<file path="config.mk">
export PLATFORM = sky130hd
export DESIGN_NAME = softmax_config
export DESIGN_NICKNAME = d
export VERILOG_FILES = /design/src/softmax_mem_pkg.sv /design/src/softmax_config.sv
export VERILOG_INCLUDE_DIRS = /design/src
export SDC_FILE = /design/constraint.sdc
export NUM_CORES = 1
export LEC_CHECK = 0
export ABC_CLOCK_PERIOD_IN_PS = 2400
export BUFFER_PORTS_ARGS = -buffer_cell sky130_fd_sc_hd__buf_2
export CORE_UTILIZATION = 43
export DETAILED_ROUTE_END_ITERATION = 10
export PLACE_DENSITY = 0.85
export SLEW_MARGIN = 30
export SYNTH_ARGS = -nofsm -noshare
export SYNTH_HDL_FRONTEND = slang
export SYNTH_SLANG_ARGS = --single-unit
export TNS_END_PERCENT = 50
</file>
<file path="constraint.sdc">
create_clock -name clk -period 2.4 [get_ports clk]
set_input_delay 0.48 -clock clk [delete_from_list [all_inputs] [get_ports clk]]
set_output_delay 0.48 -clock clk [all_outputs]
set_load 0.02 [all_outputs]
</file>
<file path="src/softmax_mem_settings.svh">
// width, depth and FIFO size defines for the softmax memory side
`ifndef SOFTMAX_MEM_SETTINGS_SVH
`define SOFTMAX_MEM_SETTINGS_SVH

// internal word width
`define SM_DW 32
// external memory beat width
`define SM_XDW 128
// external byte address width
`define SM_XAW 32
// internal words per external beat
`define SM_WCNT 4
// local buffer word address width
`define SM_AW 12
// configuration address width
`define SM_CW 6
// beat FIFO depth inside each master
`define SM_FIFO_DEPTH 4

`endif

</file>
<file path="src/softmax_mem_pkg.sv">
// memory bus and master command structs, sequencer and config enums, status bits
`default_nettype none
`include "softmax_mem_settings.svh"

package softmax_mem_pkg;

    typedef struct packed {
        logic               read;
        logic               write;
        logic [`SM_XAW-1:0] address;   // byte address
        logic [`SM_XDW-1:0] writedata;
    } mem_req_t;

    typedef struct packed {
        logic               waitrequest;
        logic               readdatavalid;
        logic [`SM_XDW-1:0] readdata;
    } mem_rsp_t;

    typedef struct packed {
        logic               go;       // one cycle start
        logic [`SM_XAW-1:0] base;     // byte address
        logic [`SM_XAW-1:0] length;   // bytes
    } master_cmd_t;

    typedef enum logic [1:0] {
        IDLE,
        LOAD,
        WAIT_CORE,
        STORE
    } dp_state_e;

    typedef enum logic [`SM_CW-1:0] {
        CFG_RADDR  = 6'h00,
        CFG_WADDR  = 6'h01,
        CFG_IOLEN  = 6'h02,
        CFG_START  = 6'h20,
        CFG_STATUS = 6'h21
    } cfg_addr_e;

    // status register bit positions
    localparam int STAT_BUSY   = 0;
    localparam int STAT_LOADED = 1;
    localparam int STAT_STORED = 2;
    localparam int STAT_W      = 3;

endpackage

`default_nettype wire

</file>
<file path="src/softmax_config.sv">
// configuration registers, start pulse and status register
`timescale 1ns/10ps
`default_nettype none
`include "softmax_mem_settings.svh"

module softmax_config (
    input  wire logic              clk,
    input  wire logic              rst_n,
    input  wire logic              config_ena,
    input  wire logic [`SM_CW-1:0] config_addr,
    input  wire logic [`SM_DW-1:0] config_wdata,
    output logic      [`SM_DW-1:0] config_rdata,
    output logic                   config_done,
    output logic      [`SM_XAW-1:0] param_raddr,
    output logic      [`SM_XAW-1:0] param_waddr,
    output logic      [`SM_AW:0]   param_iolen,
    input  wire logic              load_data_done,
    input  wire logic              store_data_done
);
    import softmax_mem_pkg::*;

    logic [STAT_W-1:0] status;
    logic              start;

    // a start while busy is dropped
    assign start = config_ena && (cfg_addr_e'(config_addr) == CFG_START) &&
                   config_wdata[0] && !status[STAT_BUSY];

    always_ff @(posedge clk) begin
        if (!rst_n) begin
            param_raddr <= '0;
            param_waddr <= '0;
            param_iolen <= '0;
            status      <= '0;
            config_done <= 1'b0;
        end else begin
            config_done <= start;
            if (config_ena && !status[STAT_BUSY]) begin  // job parameters frozen while busy
                case (cfg_addr_e'(config_addr))
                    CFG_RADDR: param_raddr <= config_wdata;
                    CFG_WADDR: param_waddr <= config_wdata;
                    CFG_IOLEN: param_iolen <= config_wdata[`SM_AW:0];
                    default: ;
                endcase
            end
            if (start) begin
                status            <= '0;    // new job clears loaded and stored
                status[STAT_BUSY] <= 1'b1;
            end else begin
                if (load_data_done)
                    status[STAT_LOADED] <= 1'b1;
                if (store_data_done) begin
                    status[STAT_STORED] <= 1'b1;
                    status[STAT_BUSY]   <= 1'b0;
                end
            end
        end
    end

    always_comb begin
        case (cfg_addr_e'(config_addr))
            CFG_RADDR:  config_rdata = param_raddr;
            CFG_WADDR:  config_rdata = param_waddr;
            CFG_IOLEN:  config_rdata = `SM_DW'(param_iolen);
            CFG_STATUS: config_rdata = `SM_DW'(status);
            default:    config_rdata = '0;
        endcase
    end

endmodule

`default_nettype wire

</file>
* After elaboration in Yosys (flattened, before gate mapping)
Cells that the tools add are included.
** Word-level totals
- Register bits :: 81
- Logic and storage cells :: 26
- Output and inout port bits :: 110
** Operators by class
- Multiplexer cells :: 3
- Bitwise gates (word level) :: 1
- Eq/ne operators :: 4
- Reduce and logical (&&, ||, !) cells :: 11
** Operators with widths (count)
- one-hot mux 32 bit (4 select lines) :: 1
- equality test 6 bit, second input constant :: 2
- equality test 6 x 1 -> 1 bit, second input constant :: 1
- equality test 6 x 2 -> 1 bit, second input constant :: 1
- logical NOT 6 bit :: 1
- AND reduction 2 bit :: 3
- logical AND 1 bit :: 4
- 2-to-1 mux 1 bit :: 2
- nonzero test 2 bit :: 1
- OR reduction 2 bit :: 1
- logical NOT 1 bit :: 1
- inverter 1 bit :: 1

* Longest topological paths before layout
- Depth after elaboration :: 5
- Gate-level depth with buffers :: 6
- Depth with buffers taken out :: 3

* Worst setup path before layout
No wires, ideal clock.
- Path kind :: input -> output
- Start point :: input port config_addr[4]
- End point :: output port config_rdata[13]
- Data required time :: 1920 ps
- Path buffers :: 2
- Arrival :: 1984 ps
- Setup slack :: -64 ps
- Cell stages on the path :: 5
- Cell sequence :: or4_4 -> buf_6 -> nor3_2 -> buf_2 -> a22o_1
** Between the ends
- Longest elaborated chain between the ends :: 2
** RTL lines
- start, declared :: line softmax_config.sv:10 : input wire logic [`SM_CW-1:0] config_addr,
- equality test 6 bit, or another cell as far along :: line softmax_config.sv:61 : case (cfg_addr_e'(config_addr))
- one-hot mux 32 bit (4 select lines) (*) :: line softmax_config.sv:61
- end, declared :: line softmax_config.sv:12 : output logic [`SM_DW-1:0] config_rdata,
Mark *: on every way between the ends. The rest lies on a longest branch, timed or not.

* Worst setup path after layout
- Start point :: input port config_addr[4]
- End point :: output port config_rdata[7]
The elaborated chain is that of the path after synthesis.

==> results list <==
- Detailed Route WL: 9370 µm
* Number of failing hold endpoints at the final stage: 0
- Post-CTS timing repair inserted 0 buffers for setup.
* TritonCTS clock tree: done
- The clock tree synthesis step divided the H-tree into 3 levels.
* PnR worst setup slack: 0.0196 ns
- Max-cap violations in this run came to 0.
- Pin count of the biggest net entering global routing: 61
- Leading cell type in the layout, fill and taps excluded: buf_2
- DP HPWL: 6860 µm
* Sequential area share after synthesis: 45.6%
- Counting every net in the synthesized netlist gives 409.
- In the final layout, the share of cells above drive strength 1 is 36.7%.
- The routed layout has 3252 vias.
* Final Cycle Share: 99.2%
- Die H: 93.0 µm
* Gp weighted congestion: 0.822
- Relative slew margins: 60.7%
- Global route overflow: 0
- Wire length of the first global-routing pass: 14400 µm
* Setup crit start kind: input pin
* Mean cell area of the mapped netlist: 9.72 µm²
- Detailed-route wire length per cell: 15.0 µm
- Post-synthesis register bit count: 81
- Once layout is complete, the utilization of the core stands at 59.6%.
- Measured along the x axis, the die boundary spans 93.0 µm.
* Data arrival, critical path: 1.90 ns
- Status: complete, no violations
- Leak pwr: 2.72 nW
* GRT Util Overall: 21.1%
- After synthesis the cells add up to 3560 µm².
* Met3 Track Usage GR: 4.11%
* Core ar.: 7850 µm²
- Area Growth Syn to Fin: 31.6%
- Largest driver fanout on the critical path: 8
- Critical path start-end classification: input pin to output pin
- The number of clock buffers added by TritonCTS is 9.
- CTS clock-pin slew for the worst setup and hold paths: 0.09 ns
- STA classifies the critical path endpoint as an output pin.
- Yosys warns: 0
- The first detailed-routing pass ran for 5 iterations.
* Worst Setup Slack post-DPL: -0.0641 ns
* Core Rows: 32
- In the global route stage, met1 resource usage came out at 25.7%.
- Global route hottest layer: met2
* Antenna Nets Post-Route: 0
- The worst path in the final design needs a cycle of 2.38 ns, including I/O delays and setup.
- At the pin with the least slew margin, the transition time is 0.589 ns.
- Top-level I/O count: 153
- Remaining routing DRC violations: 0
- In this run the clock root is driven by a clkbuf_8.
- Dividing the detail-routed via count by the number of cells gives 5.22.
- Top library cells by usage in the layout, fill and taps aside: buf_2 (150), nand2_1 (110), mux2i_1 (90)
- For the worst setup path, the data required time is 1.92 ns.
- Hold repair after CTS inserted 0 buffers.
* Number of nets in the layout: 559
- Maximum resistive drop on vdd: 0.000271 V
- Dividing total power by cell area gives a power density of 537 nW/µm².
- Max-slew violations: 0
* Post-Syn Instances: 366
* Source-to-sink clock delay at the later pin of the worst-skew pair: 0.34 ns
- The synthesized netlist contains 23 unique library cells.
- Total of buffers placed on input and output ports: 152
* Final setup fails: 0
- CTS Buffer Depth: 2
- Clock tree skew after final layout: 0.00642 ns
- Via count of the first global-routing pass: 2999
- Setup repair after global routing missed its margin: yes
- Number of antenna violations at the first check in global routing: 0
* Clock Sinks: 81
* Detailed Route Iter0 Violations: 77
* Area of the die: 8640 µm²
- The path class of the tightest hold or removal check is input pin to flip-flop.
* Achievable clock frequency: 0.420 GHz
* Starting density of the core: 45.3%
- Global routing used 36.7% of the available met2 tracks.
- The number of antenna diodes in the final layout is 0.
## critical path: stages
cell and delay [ns]:
buf_2 0.11, or4_4 0.59, nor2_4 0.19, buf_4 0.21
o2bb2ai_1 0.13, buf_2 0.19
## per-stage QoR
stage          total power [mW]  setup TNS [ns]  hold WS (ns)  std cells  area, µm²
2_1_floorplan              1.47          -0.596         0.473        366       3560
3_5_place_dp               1.54          -0.396         0.467        606       4450
3_3_place_gp               1.54               0         0.455        606       4450
4_1_cts                    2.54        -0.00588         0.349        622       4660
5_1_grt                    2.61         -0.0386         0.357        623       4680
6_report                   2.51               0         0.369        623       4680
## report_power, final
group,switching (mW),internal [mW],leakage (nW)
sequential,0.00623,1.35,0.653
combinational,0.0924,0.0642,1.97
clock,0.511,0.490,0.0966
## cell usage after synthesis (all sizes together)
cell type | n | area, µm²
clkbuf | 19 | 71.3
nand2 | 110 | 413
nand4 | 1 | 6.26
inv | 2 | 7.51
o211a | 2 | 20.0
a22o | 19 | 166
a21oi | 1 | 5.00
mux2i | 90 | 901
buf | 11 | 106
or4 | 2 | 22.5
dfxtp | 81 | 1620
nor4b | 3 | 26.3
nor3 | 5 | 30.0
nor2 | 2 | 7.51
o2bb2ai | 10 | 87.6
nand2b | 3 | 18.8
or2 | 1 | 6.26
and4b | 1 | 10.0
a221o | 3 | 30.0
## repair_timing
item,CTS,global route
pin swaps,0,1
cloned,0,1
endpoints found under the hold margin,0,0
gates resized for setup,2,6
setup endpoints to repair,15,26
## area by class of cell
class	count	area [µm²]
Fill cell	703	3170
Multi-Input combinational cell	253	1770
Sequential cell	81	1620
Timing Repair Buffer	169	955
Tap cell	102	128
Clock buffer	9	124
Clock inverter	7	76.3
Inverter	2	7.51
## cell families (layout without fill, tap and decap cells)
kind of cell           after synthesis  count (layout)  synth area share (%)
buffers and inverters               32             187                  5.21
DFF                                 81              81                  45.6
AOI/OAI and AO/OA                   35              35                  8.69
and+or+nand+nor                    128             128                  15.2
muxes                               90              90                  25.3
## flip-flops by register name, summed over array words and instances (netlist names)
| register | count |
|---|---|
| param_raddr | 32 |
| status | 3 |
| param_waddr | 32 |
| config_done | 1 |
| param_iolen | 13 |
## layer usage
metal	wire, µm	up-vias
met4	108	0
li1	-	1562
met2	4750	124
met3	519	8
met5	0	-
met1	3990	1558
## final timing paths
kind                                       from               to  slack [ns]  depth (start not counted)
worst max register to register        status[0]  param_raddr[23]        0.87                          4
worst min register to register  param_raddr[26]  param_raddr[26]        0.48                          2
worst min-delay path            store_data_done        status[2]        0.37                          2
worst max-delay path             config_addr[4]  config_rdata[7]        0.02                          6
No activity file was read; power rests on OpenSTA's default activity.
