[src/softmax_mem_settings.svh]
// width, depth and FIFO size defines for the softmax memory side
`ifndef SOFTMAX_MEM_SETTINGS_SVH
`define SOFTMAX_MEM_SETTINGS_SVH

// internal word width
`define SM_DW 32
// external memory beat width
`define SM_XDW 128
// external byte address width
`define SM_XAW 32
// internal words per external beat
`define SM_WCNT 4
// local buffer word address width
`define SM_AW 12
// configuration address width
`define SM_CW 6
// beat FIFO depth inside each master
`define SM_FIFO_DEPTH 4

`endif

[src/softmax_mem_pkg.sv]
// memory bus and master command structs, sequencer and config enums, status bits
`default_nettype none
`include "softmax_mem_settings.svh"

package softmax_mem_pkg;

    typedef struct packed {
        logic               read;
        logic               write;
        logic [`SM_XAW-1:0] address;   // byte address
        logic [`SM_XDW-1:0] writedata;
    } mem_req_t;

    typedef struct packed {
        logic               waitrequest;
        logic               readdatavalid;
        logic [`SM_XDW-1:0] readdata;
    } mem_rsp_t;

    typedef struct packed {
        logic               go;       // one cycle start
        logic [`SM_XAW-1:0] base;     // byte address
        logic [`SM_XAW-1:0] length;   // bytes
    } master_cmd_t;

    typedef enum logic [1:0] {
        IDLE,
        LOAD,
        WAIT_CORE,
        STORE
    } dp_state_e;

    typedef enum logic [`SM_CW-1:0] {
        CFG_RADDR  = 6'h00,
        CFG_WADDR  = 6'h01,
        CFG_IOLEN  = 6'h02,
        CFG_START  = 6'h20,
        CFG_STATUS = 6'h21
    } cfg_addr_e;

    // status register bit positions
    localparam int STAT_BUSY   = 0;
    localparam int STAT_LOADED = 1;
    localparam int STAT_STORED = 2;
    localparam int STAT_W      = 3;

endpackage

`default_nettype wire

[src/read_master.sv]
// read master with pipelined reads and a show-ahead beat FIFO
`timescale 1ns/10ps
`default_nettype none
`include "softmax_mem_settings.svh"

module read_master (
    input  wire softmax_mem_pkg::master_cmd_t cmd,
    input  wire logic                         clk,
    input  wire logic                         rst_n,
    output logic                              done,
    input  wire logic                         read_buffer,
    output logic      [`SM_XDW-1:0]           buffer_data,
    output logic                              data_available,
    output softmax_mem_pkg::mem_req_t         mem_req,
    input  wire softmax_mem_pkg::mem_rsp_t    mem_rsp
);
    import softmax_mem_pkg::*;

    localparam int PW = $clog2(`SM_FIFO_DEPTH);
    localparam logic [PW:0] DEPTH = `SM_FIFO_DEPTH;

    logic [`SM_XDW-1:0]  fifo [`SM_FIFO_DEPTH];
    logic [PW-1:0]       wptr;
    logic [PW-1:0]       rptr;
    logic [PW:0]         fcount;      // beats held
    logic [PW:0]         used;        // beats held plus reads in flight
    logic [`SM_XAW-5:0]  issue_left;
    logic [`SM_XAW-5:0]  rtn_left;
    logic [`SM_XAW-1:0]  addr;
    logic                accept;
    logic                push;
    logic                pop;

    // used only falls while waiting, so the request stays up until accepted
    assign mem_req.read      = (issue_left != '0) && (used < DEPTH);
    assign mem_req.write     = 1'b0;
    assign mem_req.address   = addr;
    assign mem_req.writedata = '0;

    assign accept         = mem_req.read && !mem_rsp.waitrequest;
    assign push           = mem_rsp.readdatavalid;
    assign pop            = read_buffer && data_available;
    assign data_available = (fcount != '0);
    assign buffer_data    = fifo[rptr];

    always_ff @(posedge clk) begin
        if (!rst_n) begin
            wptr       <= '0;
            rptr       <= '0;
            fcount     <= '0;
            used       <= '0;
            issue_left <= '0;
            rtn_left   <= '0;
            done       <= 1'b0;
        end else begin
            done <= push && (rtn_left == 1);  // last beat back
            if (cmd.go) begin
                issue_left <= cmd.length[`SM_XAW-1:4];
                rtn_left   <= cmd.length[`SM_XAW-1:4];
            end else begin
                if (accept)
                    issue_left <= issue_left - 1'b1;
                if (push)
                    rtn_left <= rtn_left - 1'b1;
            end
            if (push)
                wptr <= wptr + 1'b1;
            if (pop)
                rptr <= rptr + 1'b1;
            fcount <= fcount + push - pop;
            used   <= used + accept - pop;
        end
    end

    always_ff @(posedge clk) begin
        if (cmd.go)
            addr <= cmd.base;
        else if (accept)
            addr <= addr + `SM_XAW'(16);  // one beat
        if (push)
            fifo[wptr] <= mem_rsp.readdata;
    end

endmodule

`default_nettype wire

[config.mk]
export PLATFORM = sky130hd
export DESIGN_NAME = read_master
export DESIGN_NICKNAME = d
export VERILOG_FILES = /design/src/softmax_mem_pkg.sv /design/src/read_master.sv
export VERILOG_INCLUDE_DIRS = /design/src
export SDC_FILE = /design/constraint.sdc
export NUM_CORES = 1
export LEC_CHECK = 0
export BUFFER_PORTS_ARGS = -buffer_cell sky130_fd_sc_hd__buf_2
export CAP_MARGIN = 20
export CORE_MARGIN = 1.5
export CORE_UTILIZATION = 50
export CTS_CLUSTER_DIAMETER = 60
export DETAILED_ROUTE_END_ITERATION = 7
export MAX_ROUTING_LAYER = met4
export PLACE_DENSITY = 0.73
export SLEW_MARGIN = 20
export SYNTH_ARGS = -nofsm -noshare
export SYNTH_HDL_FRONTEND = slang
export SYNTH_SLANG_ARGS = --single-unit
[constraint.sdc]
create_clock -name clk -period 10.75 [get_ports clk]
set_input_delay 0.5375 -clock clk [delete_from_list [all_inputs] [get_ports clk]]
set_output_delay 0.5375 -clock clk [all_outputs]
set_load 0.05 [all_outputs]
== Word-level counts from Yosys, hierarchy flattened ==
Memories as Yosys holds them, arrays and structs flattened. A register that Yosys moved wholly into a read port is not among the register bits.
Index checks and enable logic that the tools add are counted.

* Register bits: 99
* Bits in latches: 0
* Bits in writable memories: 512
* Bits in read-only memories: 0
* Input bits: 198
* Output and inout port bits: 292
* Logic and storage cells: 39
* Memories: 1

* Add/subtract/negate cells: 9
* $mul: 0
* Divide/modulo/power cells: 0
* Order comparisons: 1
* Equality and inequality tests: 1
* Shift operators: 0
* Muxes and demuxes: 10
* Bitwise gates (word level): 0
* Reduce and logical (&&, ||, !) cells: 9

{| class="wikitable"
|+ Memory list
! name !! words !! width !! rd ports !! clocked after Yosys merged registers in !! wr ports !! line !! text
|-
| fifo || 4 || 128 || 1 || 1 || 1 || read_master.sv:22 || <nowiki>logic [`SM_XDW-1:0] fifo [`SM_FIFO_DEPTH];</nowiki>
|}

{| class="wikitable"
|+ Operators with widths
! kind !! number
|-
| 2-to-1 mux 28 bit || 4
|-
| 2-to-1 mux 32 bit || 2
|-
| subtractor 28 x 1 -> 28 bit, second input constant || 2
|-
| adder 32 x 5 -> 32 bit, second input constant || 1
|-
| equality test 28 x 1 -> 1 bit, second input constant || 1
|-
| nonzero test 28 bit || 1
|-
| adder 3 x 1 -> 3 bit || 2
|-
| subtractor 3 x 1 -> 3 bit || 2
|-
| adder 2 x 1 -> 2 bit, second input constant || 2
|-
| logical AND 1 bit || 4
|-
| 2-to-1 mux 2 bit || 2
|-
| nonzero test 2 bit || 2
|-
| < comparator 3 bit, second input constant || 1
|-
| nonzero test 3 bit || 1
|-
| 2-to-1 mux 1 bit || 2
|-
| logical NOT 1 bit || 1
|}

== Depth between registers and ports, before layout ==
* Depth after elaboration: 5
* Gate-level depth with buffers: 16
* Mapped depth without buffers: 13

== Worst setup path after synthesis ==
No wires, ideal clock.

* Kind: input-to-reg
* From: input mem_rsp[128] (netlist name)
* To: memory fifo[0][0] (netlist name) (enable)
* Setup time: 502 ps
* Arrival time: 3819 ps
* Data required time: 10248 ps
* Setup slack: 6429 ps
* Stages on the path: 2
* Cell sequence: buf_1 and2_1

* Longest elaborated chain between the ends: 2

{| class="wikitable"
|+ RTL lines
! element !! line !! text
|-
| from (decl) || read_master.sv:15 || <nowiki>input wire softmax_mem_pkg::mem_rsp_t mem_rsp</nowiki>
|-
| 2-to-1 mux 1 bit || read_master.sv:80 || <nowiki>if (push)</nowiki>
|-
| 2-to-1 mux 1 bit (not written as such) || read_master.sv:81 || <nowiki>fifo[wptr] <= mem_rsp.readdata;</nowiki>
|-
| to (decl) || read_master.sv:22 ||
|}

Every way passes these cells.

==> run metrics <==
largest net degree at the start of global routing=83; initial DRC count=820; via count=13057; DRC Markers=0; Initial DRT Pass Iterations=5; Worst Hold Class=input port to flip-flop; Die Span Y=225 µm; worst-path cell chain=buf_4, mux4_2, buf_2; Worst Path Buf+Inv=2; Slew @ Worst Pin=974 ps; width of the die=225 µm; total power=6.71 mW; Final Max Tran Viols=0; Final Skew=25.2 ps; worst slew margin relative to its limit=34.2%; wl on met1=19300 µm; Final ANT Viol Nets=0; first-pass GRT wire length=74500 µm; slowest stage cell, crit path=dfxtp_4; routed vias/inst=5.24; Post-synth EDFFs=544; metal3 WL=4210 µm; post-synthesis sequential area ratio=71.6%; Final Net Count=1972; required time worst endpoint=10210 ps; DIE AREA=50800 µm²; max layer used=met4; vias in the first global route=13140; Max FO, Critical Path=45; Max stage delay on crit path=920 ps; area grow syn2layout=16.2%; DR WL/cell=19.6 µm; Min Hold Slack=128 ps; Setup Fix Bufs, Post-CTS=0; io pins=490; Post-Syn Area=24700 µm²; Total Wirelength=48800 µm; area of the core=48800 µm²; CP delay by family, top=buffers and inverters; status=finished, final reports clean; Port-buffer cells=356; dpl cells=2361; Synth Warn #=0; most frequent cells in the layout=edfxtp_1, buf_2, conb_1; final setup fails=0; Starting Density=50.6%; Unique masters post-synth=59; Setup crit start kind=flip-flop; Tmin final=3850 ps; ys async rst share=0%; Root Buffer=clkbuf_16; Max Clk Rate=0.259 GHz; post-DP HPWL=30800 µm; GRT overflow=0; Crit Path Category=flip-flop to output pin; gp weighted congestion=0.859; WL met2=24600 µm; worst vdd ir=147 µV; clk slew on worst S/H paths=60 ps; CTS tree=built; setup slack after layout=6900 ps; PwrDens=234 nW/µm²; crit path DAT=3320 ps; # clock sinks=613; GRT Resource Usage Total=19.6%; RSZ-0062 raised after global routing=no; share of cells above drive strength 1=33.6%; FP Rows=81; # H-tree levels=2; setup TNS=0 ps; number of buffers created by CTS=61; Fin. Hold Viols=0; max cap viols=0; CP endpoint kind=output pin; pre-CTS setup slack=7250 ps; Finished Layout Cells=2492; synthesized area per cell=17.8 µm²; most common cell after layout, fill and taps aside=edfxtp_1; worst skew pair latency=620 ps; CTS Hold Bufs=0; Clock Path Buffers=3; Mapped Cells=1388; initial antenna violation count=15; ys flop type=edfxtp_1; post-CTS sizing=0; Leak=10.0 nW; Tcrit/Tclk final=35.9%; post-synthesis register bit count=613
[per-stage QoR]
step	area [µm²]	util, %
floorplan	25200	-
global placement	26700	54.7
detailed placement	26700	54.7
CTS	28700	58.8
global route	28700	58.8
finish	28700	58.8
[per-layer routing]
metal | vias to the layer above | global-route usage, %
met5 | - | -
met2 | 436 | 31.6
met4 | 0 | 4.07
li1 | 5985 | -
met1 | 6578 | 24.8
met3 | 58 | 5.97
[synthesized netlist by cell type, types with 2 or more instances]
cell      count  share of area, %
buf_1        14              0.21
nand2b_1      2             0.051
nand3_1      20              0.40
or4_1        13              0.39
dfxtp_1      69               5.6
or4b_2        2             0.081
and3_1        3             0.076
nor2_1       22              0.33
buf_4       129               3.9
mux2_2        3              0.14
fa_1          2              0.16
or2_2         3             0.076
xor2_1       31               1.1
ha_1         12              0.61
nor2b_1       3             0.076
nand2_1      48              0.73
edfxtp_1    544                66
o21ai_0      57               1.2
and2_1       24              0.61
nor3b_1       3             0.091
inv_1        18              0.27
nor4b_1       5              0.18
a21oi_1      33              0.67
nor3_1       21              0.42
mux4_2      128                12
or3_1        12              0.30
nand4_1      13              0.33
o41ai_1       3              0.11
a31oi_1      14              0.35
o31ai_1       8              0.24
xnor2_1      36               1.3
nor4_1       12              0.30
o311a_1       3              0.12
and4_1        3              0.11
buf_2         2             0.040
o211ai_1      7              0.21
clkbuf_1     44              0.67
[registers in the layout, indices dropped and copies added (netlist names), named ones only]
signal,flops
fifo,512
addr,32
issue_left,28
rtn_left,28
fcount,3
used,3
rptr,2
wptr,2
done,1
[worst paths after layout]
check / start / cells past startpoint / slack [ps] / end
min: mem_rsp[105] / 1 / 130 / fifo[3][105]
max reg2reg: issue_left[0] / 13 / 7230 / used[2]
max: flip-flop / 3 / 6900 / buffer_data[64]
min reg2reg: issue_left[15] / 2 / 480 / issue_left[15]
[where the power goes]
part / total, mW / switching (mW) / leakage, nW / internal (mW)
registers: 2.86 / 0.113 / 5.60 / 2.75
clock network: 2.07 / 0.875 / 0.955 / 1.19
logic: 1.79 / 1.25 / 3.49 / 0.532
[kinds of logic after synthesis]
kind of cell,synth area share [%]
buffers and inverters,5.27
AO/OA/AOI/OAI,3.25
flip-flops,71.6
adder cells (fa/ha/maj),0.769
AND/OR/NAND/NOR,4.86
multiplexers,11.8
XOR/XNOR,2.37
other,0.0152
[final cells by class]
type / instances / area (µm²)
diodes: 16 / 40.0
clock buffers: 74 / 1580
clock inverters: 41 / 394
fillers: 3706 / 20100
inverters: 19 / 76.3
multi-input cells: 693 / 6200
flip-flops and latches: 613 / 17700
well taps: 664 / 831
repair buffers: 372 / 1900
No activity file was read; power rests on OpenSTA's default activity.
