==> src/softmax_mem_settings.svh <==
// width, depth and FIFO size defines for the softmax memory side
`ifndef SOFTMAX_MEM_SETTINGS_SVH
`define SOFTMAX_MEM_SETTINGS_SVH

// internal word width
`define SM_DW 32
// external memory beat width
`define SM_XDW 128
// external byte address width
`define SM_XAW 32
// internal words per external beat
`define SM_WCNT 4
// local buffer word address width
`define SM_AW 12
// configuration address width
`define SM_CW 6
// beat FIFO depth inside each master
`define SM_FIFO_DEPTH 4

`endif

==> src/softmax_mem_pkg.sv <==
// memory bus and master command structs, sequencer and config enums, status bits
`default_nettype none
`include "softmax_mem_settings.svh"

package softmax_mem_pkg;

    typedef struct packed {
        logic               read;
        logic               write;
        logic [`SM_XAW-1:0] address;   // byte address
        logic [`SM_XDW-1:0] writedata;
    } mem_req_t;

    typedef struct packed {
        logic               waitrequest;
        logic               readdatavalid;
        logic [`SM_XDW-1:0] readdata;
    } mem_rsp_t;

    typedef struct packed {
        logic               go;       // one cycle start
        logic [`SM_XAW-1:0] base;     // byte address
        logic [`SM_XAW-1:0] length;   // bytes
    } master_cmd_t;

    typedef enum logic [1:0] {
        IDLE,
        LOAD,
        WAIT_CORE,
        STORE
    } dp_state_e;

    typedef enum logic [`SM_CW-1:0] {
        CFG_RADDR  = 6'h00,
        CFG_WADDR  = 6'h01,
        CFG_IOLEN  = 6'h02,
        CFG_START  = 6'h20,
        CFG_STATUS = 6'h21
    } cfg_addr_e;

    // status register bit positions
    localparam int STAT_BUSY   = 0;
    localparam int STAT_LOADED = 1;
    localparam int STAT_STORED = 2;
    localparam int STAT_W      = 3;

endpackage

`default_nettype wire

==> src/write_master.sv <==
// write master that queues user beats and writes them at incrementing addresses
`timescale 1ns/10ps
`default_nettype none
`include "softmax_mem_settings.svh"

module write_master (
    input  wire logic                         clk,
    input  wire logic                         rst_n,
    input  wire softmax_mem_pkg::master_cmd_t cmd,
    output logic                              done,
    input  wire logic                         write_buffer,
    input  wire logic [`SM_XDW-1:0]           write_data,
    output logic                              buffer_full,
    output softmax_mem_pkg::mem_req_t         mem_req,
    input  wire softmax_mem_pkg::mem_rsp_t    mem_rsp
);
    import softmax_mem_pkg::*;

    localparam int PW = $clog2(`SM_FIFO_DEPTH);
    localparam logic [PW:0] DEPTH = `SM_FIFO_DEPTH;

    logic [`SM_XDW-1:0]  fifo [`SM_FIFO_DEPTH];
    logic [PW-1:0]       wptr;
    logic [PW-1:0]       rptr;
    logic [PW:0]         fcount;
    logic [`SM_XAW-5:0]  write_left;  // beats not yet accepted
    logic [`SM_XAW-1:0]  addr;
    logic                push;
    logic                accept;

    assign buffer_full = (fcount == DEPTH);
    assign push        = write_buffer && !buffer_full;

    // head beat only moves on acceptance
    assign mem_req.read      = 1'b0;
    assign mem_req.write     = (fcount != '0) && (write_left != '0);
    assign mem_req.address   = addr;
    assign mem_req.writedata = fifo[rptr];

    assign accept = mem_req.write && !mem_rsp.waitrequest;

    always_ff @(posedge clk) begin
        if (!rst_n) begin
            wptr       <= '0;
            rptr       <= '0;
            fcount     <= '0;
            write_left <= '0;
            done       <= 1'b0;
        end else begin
            done <= accept && (write_left == 1);
            if (cmd.go)
                write_left <= cmd.length[`SM_XAW-1:4];
            else if (accept)
                write_left <= write_left - 1'b1;
            if (push)
                wptr <= wptr + 1'b1;
            if (accept)
                rptr <= rptr + 1'b1;
            fcount <= fcount + push - accept;
        end
    end

    always_ff @(posedge clk) begin
        if (cmd.go)
            addr <= cmd.base;
        else if (accept)
            addr <= addr + `SM_XAW'(16);
        if (push)
            fifo[wptr] <= write_data;
    end

endmodule

`default_nettype wire
==> config.mk <==
export PLATFORM = sky130hd
export DESIGN_NAME = write_master
export DESIGN_NICKNAME = d
export VERILOG_FILES = /design/src/softmax_mem_pkg.sv /design/src/write_master.sv
export VERILOG_INCLUDE_DIRS = /design/src
export SDC_FILE = /design/constraint.sdc
export NUM_CORES = 1
export LEC_CHECK = 0
export ABC_AREA = 1
export ABC_CLOCK_PERIOD_IN_PS = 19400
export BUFFER_PORTS_ARGS = -buffer_cell sky130_fd_sc_hd__buf_2
export CORE_MARGIN = 3
export CORE_UTILIZATION = 58
export CTS_CLUSTER_DIAMETER = 40
export DETAILED_ROUTE_END_ITERATION = 12
export PLACE_DENSITY = 0.84
export SLEW_MARGIN = 40
export SYNTH_ARGS = -nofsm -noshare
export SYNTH_HDL_FRONTEND = slang
export SYNTH_SLANG_ARGS = --single-unit
==> constraint.sdc <==
create_clock -name clk -period 19.4 [get_ports clk]
set_input_delay 2.91 -clock clk [delete_from_list [all_inputs] [get_ports clk]]
set_output_delay 2.91 -clock clk [all_outputs]
set_load 0.02 [all_outputs]
* After elaboration in Yosys (flattened, before gate mapping)
Memory sizes are Yosys's and may differ from the RTL's. A register that Yosys moved wholly into a read port is not among the register bits.
Index checks and enable logic that the tools add are counted.
** Cells by class
- $lt $le $gt $ge :: 0
- Equality and inequality tests :: 2
- Mux-type cells :: 8
- Bitwise operators :: 0
- Divide/modulo/power cells :: 0
- Reduce and logical (&&, ||, !) cells :: 9
- $add $sub $neg :: 6
- Shift operators :: 0
- Multiply operators :: 0
** Operators with widths (number)
- $mux 32 :: 2
- $mux 28 :: 2
- $add 32x5->32 const B :: 1
- $eq 28x1->1 const B :: 1
- $reduce_bool 28->1 :: 1
- $sub 28x1->28 const B :: 1
- $add 2x1->2 const B :: 2
- $logic_and 1x1->1 :: 4
- $mux 2 :: 2
- $add 3x1->3 :: 1
- $eq 3x3->1 const B :: 1
- $reduce_bool 3->1 :: 1
- $sub 3x1->3 :: 1
- $logic_not 1->1 :: 2
- $mux 1 :: 2
- $reduce_bool 2->1 :: 1
** Storage, ports and cells
- Memory bits (writable) :: 512
- ROM bits :: 0
- Memories :: 1
- Logic and storage cells :: 32
- Input port bits :: 326
- Register bits after elaboration :: 68
- Output and inout bits :: 164
- Latch bits :: 0
** Memories
- fifo :: depth 4, width 128, rd ports 1, clocked after memory_dff 1, wr ports 1, RTL line write_master.sv:22 : logic [`SM_XDW-1:0] fifo [`SM_FIFO_DEPTH];

* Depth between registers and ports, before layout
Gate-level depths: netlist of the first run.
- Depth in word-level cells :: 5
- Mapped depth :: 15

* Least setup slack after synthesis of the first run
No wires, ideal clock.
- Path kind :: input to register
- Start point :: in write_buffer
- End point :: mem fifo[0][0] (netlist bit) (enable)
- Data arrival time :: 8525 ps
- Required time :: 18783 ps
- Stages on the path :: 4
- Slack :: 10258 ps
- Path buffers :: 0
- Cell sequence :: inv_1 nor2_1 inv_1 nor2_1
** Between the ends
- Word-level cells in the longest chain between the ends :: 3
** RTL lines
- start, declared :: RTL line write_master.sv:11 : input wire logic write_buffer,
- $logic_and 1x1->1 :: RTL line write_master.sv:32 : assign push = write_buffer && !buffer_full;
- $mux 1 :: RTL line write_master.sv:68 : if (push)
- $mux 1 (not written as such) :: RTL line write_master.sv:69 : fifo[wptr] <= write_data;
- end, declared :: RTL line write_master.sv:22
No other way between the ends.

==> summary.md, run 1 <==
| Metric | Value |
|---|---|
| Antenna-violating nets left | 0 |
| Area contributors post-synth | edfxtp_1 70%, o21ai_0 6.0%, nor2_1 5.5% |
| Final core utilization | 71.34% |
| Placed Instance Area | 25,580 um^2 |
| P&R area growth vs syn | 19.65% |
| Fmax | 158.4 MHz |
| Mapped cell area | 23,420 um^2 |
| H-tree depth | 3 |
| Worst setup SP type | flop |
| Avg Vias per Cell | 5.838 |
| Worst Hold Class | reg2reg |
| Syn Area/Cell | 12.23 um^2 |
| RePlAce Congestion | 0.8941 |
| Layout cells sized above 1 | 23.02% |
| CP Max Fanout | 75 |
| Clk buf depth | 3 |
| Clock-pin transition on the worst setup and hold timing paths | 50 ps |
| Die height | 206.9 um |
| Drt first-iter violations | 1,937 |
| Cell chain of the critical path | clkinv_4 > buf_4 > o21ai_0 > o22ai_1 > buf_2 |
| CTS tree | done |
| Cell family with most CP delay | buffers and inverters |
| Min Tclk post-route | 6312 ps |
| Static Leak | 10.44 nW |
| CTS sink cnt | 582 |
| Vias in the first global route | 16.50k |
| Total grt overflow | 0 |
| Dominant synthesized flop cell | edfxtp_1 |
| Unrepaired setup endpoints after global routing | false |
| DP HPWL | 34,030 um |
| Setup-failing EPs final | 0 |
| DRC Markers | 0 |
| Nature of the critical path endpoint | primary output |
| Non-Filler Instances | 2,847 |
| Fin area | 28,020 um^2 |
| Pin count of the biggest net entering global routing | 172 |
| Nets | 2,588 |
| Vias | 16.62k |
| CP Class | reg2out |
| Rows | 72 |
| Num ports | 490 |
| Setup Skew | 17.29 ps |
| Total iterations of the first detailed-routing run | 5 |
| First-pass GRT wire length | 88,380 um |
| Antenna violations before repair | 22 |
| Pwr/cell area | 138.9 nW/um^2 |
| Syn nets | 2,251 |
| Reg2Reg Setup Slack | 16,520 ps |
| Critical-path top delay cell | dfxtp_4 |
| Core region area | 39,280 um^2 |
| Number of port buffers | 355 |
| Initial core utilization | 59.62% |
| Final TNS setup | 0 ps |
| Arrival time worst endpoint | 3400 ps |
| Synth area leader | edfxtp_1 |
| Cells after synthesis | 1,915 |
| Fin. Hold Viols | 0 |
| Period utilisation layout | 32.53% |
| Distinct cells, synth | 42 |
| Yosys reg bits | 582 |
| Max-slew violation count | 0 |
| Final Routed Wirelength | 59,350 um |
| MaxCap Viol Count | 0 |
| Buf/Inv on CP | 3 |
| Post-synth EDFFs | 544 |
| Setup Buffers After CTS | 0 |
| TritonCTS Buffers | 71 |
| WL/cell | 20.85 um |
| Later-pin clock latency in the skew report | 590 ps |
| Top cell type's share of synthesized area | 69.76% |
| Resize count post-CTS | 0 |
| CTS Hold Bufs | 0 |
| Worst-margin pin slew | 851.8 ps |
| Critical Path Max Stage Delay | 820 ps |
| Async S/R FF share, synth | 0% |
| Worst Path Required | 16,490 ps |
| Register area share after synthesis | 73.01% |
| Max_slew headroom | 43.21% |
| Die area | 42,820 um^2 |
| All-Layer GR Usage | 26.95% |
| Synth warn | 0 |
| Placed cell count | 2,697 |
| DIE WIDTH | 206.9 um |
| Status | finished clean |
| Clock root buffer | clkbuf_16 |
| Max VDD drop | 0.0001337 V |
[synthesized netlist by cell type, types with 2 or more instances]
| master | n |
|---|---|
| nand2_2 | 7 |
| xor2_1 | 14 |
| buf_6 | 4 |
| nor2_2 | 5 |
| clkbuf_1 | 88 |
| nor3_1 | 13 |
| edfxtp_1 | 544 |
| nand2_4 | 4 |
| nor4_1 | 2 |
| o22ai_1 | 128 |
| a21oi_1 | 13 |
| o21ai_0 | 280 |
| dfxtp_1 | 38 |
| o21ai_1 | 9 |
| a21oi_2 | 16 |
| ha_1 | 9 |
| buf_2 | 6 |
| nor2_4 | 4 |
| inv_1 | 55 |
| nand2_1 | 243 |
| buf_1 | 6 |
| nand4_1 | 10 |
| inv_2 | 4 |
| nand3_1 | 40 |
| nor2_1 | 342 |
| xnor2_1 | 15 |
[flip-flops by register name, summed over array words and instances (netlist names), named ones only]
| register | flops |
|---|---|
| done | 1 |
| addr | 32 |
| fifo | 512 |
| write_left | 28 |
| wptr | 2 |
| rptr | 2 |
| fcount | 3 |
[path summary, 6_finish.rpt]
path | start | to | cells past startpoint
worst min-delay path | rptr[0]$_SDFFE_PN0P_ | rptr[0]$_SDFFE_PN0P_ | 1
worst max register to register | write_left[0]$_SDFFE_PN0P_ | write_left[21]$_SDFFE_PN0P_ | 12
worst max-delay path | flop | mem_req[104] | 5
worst min register to register | rptr[0]$_SDFFE_PN0P_ | rptr[0]$_SDFFE_PN0P_ | 1
[placed cells by master (no fill, tap or decap), types with 9 or more instances in the layout]
cell type	n
edfxtp_1	544
buf_2	355
nor2_1	338
o21ai_0	280
nand2_1	243
o22ai_1	128
clkbuf_16	71
inv_1	53
nand3_1	40
dfxtp_1	36
diode_2	22
a21oi_2	16
xnor2_1	15
xor2_1	14
a21oi_1	13
nor3_1	13
clkbuf_1	11
buf_6	11
nand4_1	10
clkinv_1	10
o21ai_1	9
ha_1	9
[area by class of cell]
| type | count | area (um^2) |
|---|---|---|
| flip-flops and latches | 582 | 17100 |
| fillers | 2505 | 11260 |
| multi-input cells | 1165 | 5664 |
| repair buffers | 370 | 1931 |
| clock buffers | 82 | 1818 |
| well taps | 518 | 648.1 |
| clock inverters | 46 | 545.5 |
| inverters | 62 | 254.0 |
| diodes | 22 | 55.05 |
[cell families (layout without fill, tap and decap cells)]
group,count (synthesis),after routing,share of synthesized area (%)
AO/OA/AOI/OAI,450,450,10.60
XOR/XNOR,29,29,1.085
adder cells (fa/ha/maj),10,10,0.5664
buffers and inverters,168,560,2.933
flip-flops,582,582,73.01
other,1,23,0.01601
AND/OR/NAND/NOR,675,675,11.80
[metal layers]
| layer | up-vias | share of wire (%) | track usage [%] |
|---|---|---|---|
| met3 | 178 | 11 | 8.766 |
| li1 | 7589 | - | - |
| met1 | 7984 | 36 | 32.02 |
| met2 | 857 | 49 | 45.11 |
| met4 | 12 | 3.9 | 12.23 |
| met5 | - | 0.13 | 0 |
[power by group]
part / internal, mW / switching [mW]
combinational: 0.270 / 0.712
clock: 0.773 / 0.529
sequential: 1.53 / 0.0804
[stage by stage]
stage	setup slack (ps)	hold slack (ps)	total power, mW
after floorplan	10260	454.0	2.253
after global placement	13450	464.2	2.553
after detailed placement	13650	477.6	2.592
after CTS	12990	494.2	3.900
after global routing	12950	524.8	4.048
final	13090	504.1	3.892
Note: power is estimated with default switching activity, not from simulation.
==> run 2: changes to the inputs <==
ABC_CLOCK_PERIOD_IN_PS = 5800   (was 19400)
CORE_UTILIZATION = 49   (was 58)
PLACE_DENSITY = 0.76   (was 0.84)
clock period = 5.8 ns   (was 19.4 ns; I/O delays follow)
==> summary.md, run 2 (synthesis results as in run 1) <==
| Metric | Value |
|---|---|
| Status | finished clean (unchanged) |
| Resize count post-CTS | 0 (unchanged) |
| Largest register FFs | 512 (unchanged) |
| Total iterations of the first detailed-routing run | 6 (was 5) |
| Worst Path Required | 4930 ps (was 16,490 ps) |
| Final TNS setup | 0 ps (unchanged) |
| Placed Instance Area | 25,800 um^2 (was 25,580 um^2) |
| CP Max Fanout | 91 (was 75) |
| Arrival time worst endpoint | 3240 ps (was 3400 ps) |
| Drt first-iter violations | 1,120 (was 1,937) |
| Sw Share | 33.61% (was 33.95%) |
| Final Routed Wirelength | 56,920 um (was 59,350 um) |
| Clock-pin transition on the worst setup and hold timing paths | 60 ps (was 50 ps) |
| TritonCTS Buffers | 77 (was 71) |
| Reg2Reg Setup Slack | 2900 ps (was 16,520 ps) |
| Setup-failing EPs final | 0 (unchanged) |
| WL/cell | 19.35 um (was 20.85 um) |
| Vias | 16.33k (was 16.62k) |
| Cell internal pwr | 8.743 mW (was 2.570 mW) |
| Fin area | 28,350 um^2 (was 28,020 um^2) |
| Max-slew violation count | 0 (unchanged) |
| Final setup margin | 1689 ps (was 13,090 ps) |
| Nature of the critical path endpoint | primary output (unchanged) |
| Commonest cells after routing, fill and taps aside | 544 x edfxtp_1, 355 x buf_2, 338 x nor2_1, 280 x o21ai_0, 243 x nand2_1 (unchanged) |
| Initial core utilization | 49.98% (was 59.62%) |
| CP Class | reg2out (unchanged) |
| Max VDD drop | 0.0003742 V (was 0.0001337 V) |
| Num ports | 490 (unchanged) |
| Unrepaired setup endpoints after global routing | false (unchanged) |
| CTS Hold Bufs | 0 (unchanged) |
| Clock power share | 34.6% (was 33.5%) |
| Number of port buffers | 355 (unchanged) |
| Top Registers | fifo x512, addr x32, write_left x28 (unchanged) |
| P&R area growth vs syn | 21.06% (was 19.65%) |
| Logic pwr share | 24.8% (was 25.2%) |
| Share of power burned in registers | 40.6% (was 41.3%) |
| Fin. Hold Viols | 0 (unchanged) |
| Setup Buffers After CTS | 0 (unchanged) |
| MaxCap Viol Count | 0 (unchanged) |
| Pin count of the biggest net entering global routing | 143 (was 172) |
| Nets | 2,601 (was 2,588) |
| Most flops, register | fifo (unchanged) |
| DIE WIDTH | 224.6 um (was 206.9 um) |
| Vias in the first global route | 15.92k (was 16.50k) |
| Max_slew headroom | 45.82% (was 43.21%) |
| Setup Skew | 23.83 ps (was 17.29 ps) |
| Placed cell count | 2,793 (was 2,697) |
| Fillers | 3,549 (was 2,505) |
| Total grt overflow | 0 (unchanged) |
| Core region area | 46,850 um^2 (was 39,280 um^2) |
| Antenna-violating nets left | 0 (unchanged) |
| Total design power | 13.17 mW (was 3.892 mW) |
| Antenna violations before repair | 16 (was 22) |
| Die area | 50,450 um^2 (was 42,820 um^2) |
| Later-pin clock latency in the skew report | 600 ps (was 590 ps) |
| Most common cell after layout, fill and taps aside | edfxtp_1 (unchanged) |
| Worst setup SP type | flop (unchanged) |
| Net Switching | 4.426 mW (was 1.321 mW) |
| Clock root buffer | clkbuf_16 (unchanged) |
| Post-Place Worst Slack | 2346 ps (was 13,650 ps) |
| DRC Markers | 0 (unchanged) |
| RePlAce Congestion | 0.8687 (was 0.8941) |
| Worst Hold Class | in2reg (was reg2reg) |
| Layout cells sized above 1 | 23.85% (was 23.02%) |
| CTS tree | done (unchanged) |
| Final core utilization | 60.51% (was 71.34%) |
| First-pass GRT wire length | 86,520 um (was 88,380 um) |
| Clk buf depth | 3 (unchanged) |
| Pwr/cell area | 464.5 nW/um^2 (was 138.9 nW/um^2) |
| Hold WS | 475.6 ps (was 504.1 ps) |
| Die height | 224.6 um (was 206.9 um) |
| Period utilisation layout | 70.87% |
| Non-Filler Instances | 2,941 (was 2,847) |
| Worst-margin pin slew | 812.6 ps (was 851.8 ps) |
| Rows | 79 (was 72) |
| Static Leak | 10.58 nW (was 10.44 nW) |
| Fmax | 243.3 MHz |
| All-Layer GR Usage | 22.00% (was 26.95%) |
| Min Tclk post-route | 4111 ps |
| CTS sink cnt | 582 (unchanged) |
| DP HPWL | 33,940 um (was 34,030 um) |
| Avg Vias per Cell | 5.551 (was 5.838) |
| H-tree depth | 3 (unchanged) |
-- run 2: worst max-delay path: stages, from the launching register on --
cell      delay (ps)
dfxtp_4          790
clkinv_2         710
buf_12           430
o21ai_0          170
o22ai_1          160
buf_2            200
-- run 2: final cells by class --
class	count	area, um^2	share of cell area, %
Inverter	62	245.2	0.8651
Antenna cell	7	17.52	0.06179
Multi-Input combinational cell	1165	5664	19.98
Timing Repair Buffer	377	2031	7.163
Tap cell	607	759.5	2.679
Sequential cell	582	17100	60.33
Clock buffer	85	1978	6.978
Clock inverter	56	549.3	1.938
-- run 2: layer usage --
layer	part of all wire (%)	track usage [%]
met1	39	27.40
met2	48	36.15
met3	9.9	7.844
met4	2.6	7.279
met5	0.23	0
-- run 2: final timing paths --
path / startpoint / end / depth (start not counted)
hold reg to reg: rptr[0]$_SDFFE_PN0P_ / rptr[0]$_SDFFE_PN0P_ / 1
hold / removal: write_data[50] / fifo[1][50]$_DFFE_PP_ / 1
setup reg to reg: write_left[0]$_SDFFE_PN0P_ / write_left[10]$_SDFFE_PN0P_ / 12
setup / recovery: flop / mem_req[38] / 5
-- run 2: power groups by stage --
stage | sequential (mW) | combinational, mW | clock, mW
after floorplan | 5.46 | 2.08 | 0
after global placement | 5.41 | 3.19 | 0
after detailed placement | 5.43 | 3.27 | 0
after CTS | 5.35 | 3.29 | 4.63
after global routing | 5.39 | 3.55 | 4.82
final | 5.35 | 3.27 | 4.55
==> run 3: changes to the inputs <==
ABC_CLOCK_PERIOD_IN_PS = 3300   (was 5800)
clock period = 3.3 ns   (was 5.8 ns; I/O delays follow)
==> summary.md, run 3 (synthesis results as in run 1) <==
| Metric | Value |
|---|---|
| Max-slew violation count | 0 (unchanged) |
| Drt first-iter violations | 1,358 (was 1,120) |
| Min Tclk post-route | 3125 ps |
| Commonest cells after routing, fill and taps aside | 544 x edfxtp_1, 355 x buf_2, 338 x nor2_1, 280 x o21ai_0, 243 x nand2_1 (unchanged) |
| Nets | 2,602 (was 2,601) |
| Top Registers | fifo x512, addr x32, write_left x28 (unchanged) |
| Resize count post-CTS | 0 (unchanged) |
| Fillers | 3,558 (was 3,549) |
| Hold WS | 92.80 ps (was 475.6 ps) |
| WL/cell | 19.27 um (was 19.35 um) |
| Most flops, register | fifo (unchanged) |
| Setup-failing EPs final | 0 (unchanged) |
| Sw Share | 33.32% (was 33.61%) |
| Fin. Hold Viols | 0 (unchanged) |
| Vias | 16.30k (was 16.33k) |
| Clock-pin transition on the worst setup and hold timing paths | 60 ps (about the same) |
| Cell internal pwr | 15.56 mW (was 8.743 mW) |
| DRC Markers | 0 (unchanged) |
| Crit path to | mem_req[42] (was mem_req[38]) |
| Placed cell count | 2,794 (was 2,793) |
| CP Max Fanout | 60 (was 91) |
| Nature of the critical path endpoint | primary output (unchanged) |
| Clock power share | 34.7% (was 34.6%) |
| H-tree depth | 3 (unchanged) |
| CP Class | reg2out (unchanged) |
| Num ports | 490 (unchanged) |
| Logic pwr share | 25.1% (was 24.8%) |
| Antenna-violating nets left | 0 (unchanged) |
| Final Routed Wirelength | 56,720 um (was 56,920 um) |
| Layer with the highest usage | met2 (unchanged) |
| Non-Filler Instances | 2,944 (was 2,941) |
| Most common cell after layout, fill and taps aside | edfxtp_1 (unchanged) |
| Final setup margin | 175.0 ps (was 1689 ps) |
| WHS Path Cells | 1 (unchanged) |
| CTS Hold Bufs | 0 (unchanged) |
| Met2 usage | 36.08% (was 36.15%) |
| Footprint of the multi-input gates | 5664 um^2 (unchanged) |
| Total grt overflow | 0 (unchanged) |
| Core region area | 46,850 um^2 (unchanged) |
| RePlAce Congestion | 0.8981 (was 0.8687) |
| Worst-margin pin slew | 751.0 ps (was 812.6 ps) |
| TritonCTS Buffers | 77 (unchanged) |
| Share of power burned in registers | 40.1% (was 40.6%) |
| Die height | 224.6 um (unchanged) |
| Max VDD drop | 0.0008373 V (was 0.0003742 V) |
| Total iterations of the first detailed-routing run | 5 (was 6) |
| DP HPWL | 33,950 um (was 33,940 um) |
| DIE WIDTH | 224.6 um (unchanged) |
| Period utilisation layout | 94.70% |
| Avg Vias per Cell | 5.537 (was 5.551) |
| Status | finished clean (unchanged) |
| Static Leak | 10.63 nW (was 10.58 nW) |
| Arrival time worst endpoint | 2630 ps (was 3240 ps) |
| Met1 global-route usage | 27.39% (was 27.40%) |
| Worst setup SP type | flop (unchanged) |
| Initial core utilization | 49.98% (unchanged) |
| Largest register FFs | 512 (unchanged) |
| Fmax | 320.0 MHz |
| Setup Skew | 29.76 ps (was 23.83 ps) |
| Clock root buffer | clkbuf_16 (unchanged) |
| CTS sink cnt | 582 (unchanged) |
| First-pass GRT wire length | 86,810 um (was 86,520 um) |
| P&R area growth vs syn | 21.79% (was 21.06%) |
| Worst Hold Class | in2reg (unchanged) |
| Layout cells sized above 1 | 23.82% (was 23.85%) |
| Reg2Reg Setup Slack | 690 ps (was 2900 ps) |
| MaxCap Viol Count | 0 (unchanged) |
| Storage element area | 17,100 um^2 (unchanged) |
| Post-Place Worst Slack | 702.4 ps (was 2346 ps) |
| Net Switching | 7.777 mW (was 4.426 mW) |
| Worst Path Required | 2800 ps (was 4930 ps) |
| Antenna violations before repair | 14 (was 16) |
| Number of port buffers | 355 (unchanged) |
| CTS tree | done (unchanged) |
| Reg2reg path depth | 15 (was 12) |
| M3 GR Usage | 6.695% (was 7.844%) |
| Clk buf depth | 3 (unchanged) |
| Vias in the first global route | 16.19k (was 15.92k) |
| Pwr/cell area | 818.4 nW/um^2 (was 464.5 nW/um^2) |
| Rows | 79 (unchanged) |
| Pin count of the biggest net entering global routing | 81 (was 143) |
| Unrepaired setup endpoints after global routing | false (unchanged) |
| Later-pin clock latency in the skew report | 610 ps (was 600 ps) |
| Die area | 50,450 um^2 (unchanged) |
| Reg2reg end | fcount[2]$_SDFF_PN0_ (was write_left[10]$_SDFFE_PN0P_) |
| Max_slew headroom | 49.93% (was 45.82%) |
| Critical register-to-register path startpoint | write_left[0]$_SDFFE_PN0P_ (unchanged) |
| All-Layer GR Usage | 22.11% (was 22.00%) |
| Setup Buffers After CTS | 0 (unchanged) |
run 3: changes by cell type in the layout (fill, tap and decap cells not counted), sizes merged:
cell	delta
inv	-8
clkinv	+6
clkbuf	+3
buf	+1
bufinv	+1
run 3: metal layers:
layer / up-vias / share of wire, %
li1: 7619 / -
met1: 7815 / 39
met2: 699 / 48
met3: 156 / 9.2
met4: 12 / 3.4
met5: - / 0.10
run 3: stage by stage:
step | total power, mW | utilization (%) | cell area [um^2] | setup TNS, ps
floorplan | 13.19 | - | 23430 | -661360
global placement | 15.20 | 55.32 | 25920 | 0
detailed placement | 15.37 | 55.32 | 25920 | 0
CTS | 23.50 | 60.83 | 28500 | 0
global route | 24.38 | 60.87 | 28520 | 0
finish | 23.34 | 60.87 | 28520 | 0
run 3: critical path, stage by stage (launching register included):
cell,delay (ps)
dfxtp_4,660
buf_4,570
o21ai_0,190
o22ai_1,290
buf_2,240
run 3: how the worst min path moves through the flow:
stage	start	to
after floorplan	rptr[0]$_SDFFE_PN0P_	flop
after global placement	rptr[0]$_SDFFE_PN0P_	rptr[0]$_SDFFE_PN0P_
after detailed placement	rptr[0]$_SDFFE_PN0P_	rptr[0]$_SDFFE_PN0P_
after CTS	write_data[67]	fifo[3][67]$_DFFE_PP_
after global routing	write_data[67]	fifo[3][67]$_DFFE_PP_
final	write_data[106]	fifo[0][106]$_DFFE_PP_
run 3: power by group through the flow:
stage                     combinational [mW]  sequential [mW]  clock (mW)
final                                   5.86             9.37        8.11
after global routing                    6.37             9.44        8.58
after global placement                  5.73             9.48           0
after detailed placement                5.85             9.51           0
after CTS                               5.89             9.37        8.24
after floorplan                         3.66             9.53           0
run 3: final cells by class:
| class | count | area share (%) |
|---|---|---|
| tap | 607 | 2.663 |
| inverter | 62 | 0.8511 |
| clock inverter | 55 | 1.970 |
| timing repair buffer | 378 | 7.537 |
| antenna | 7 | 0.06142 |
| multi-input combinational | 1165 | 19.86 |
| clock buffer | 88 | 7.085 |
| sequential | 582 | 59.97 |
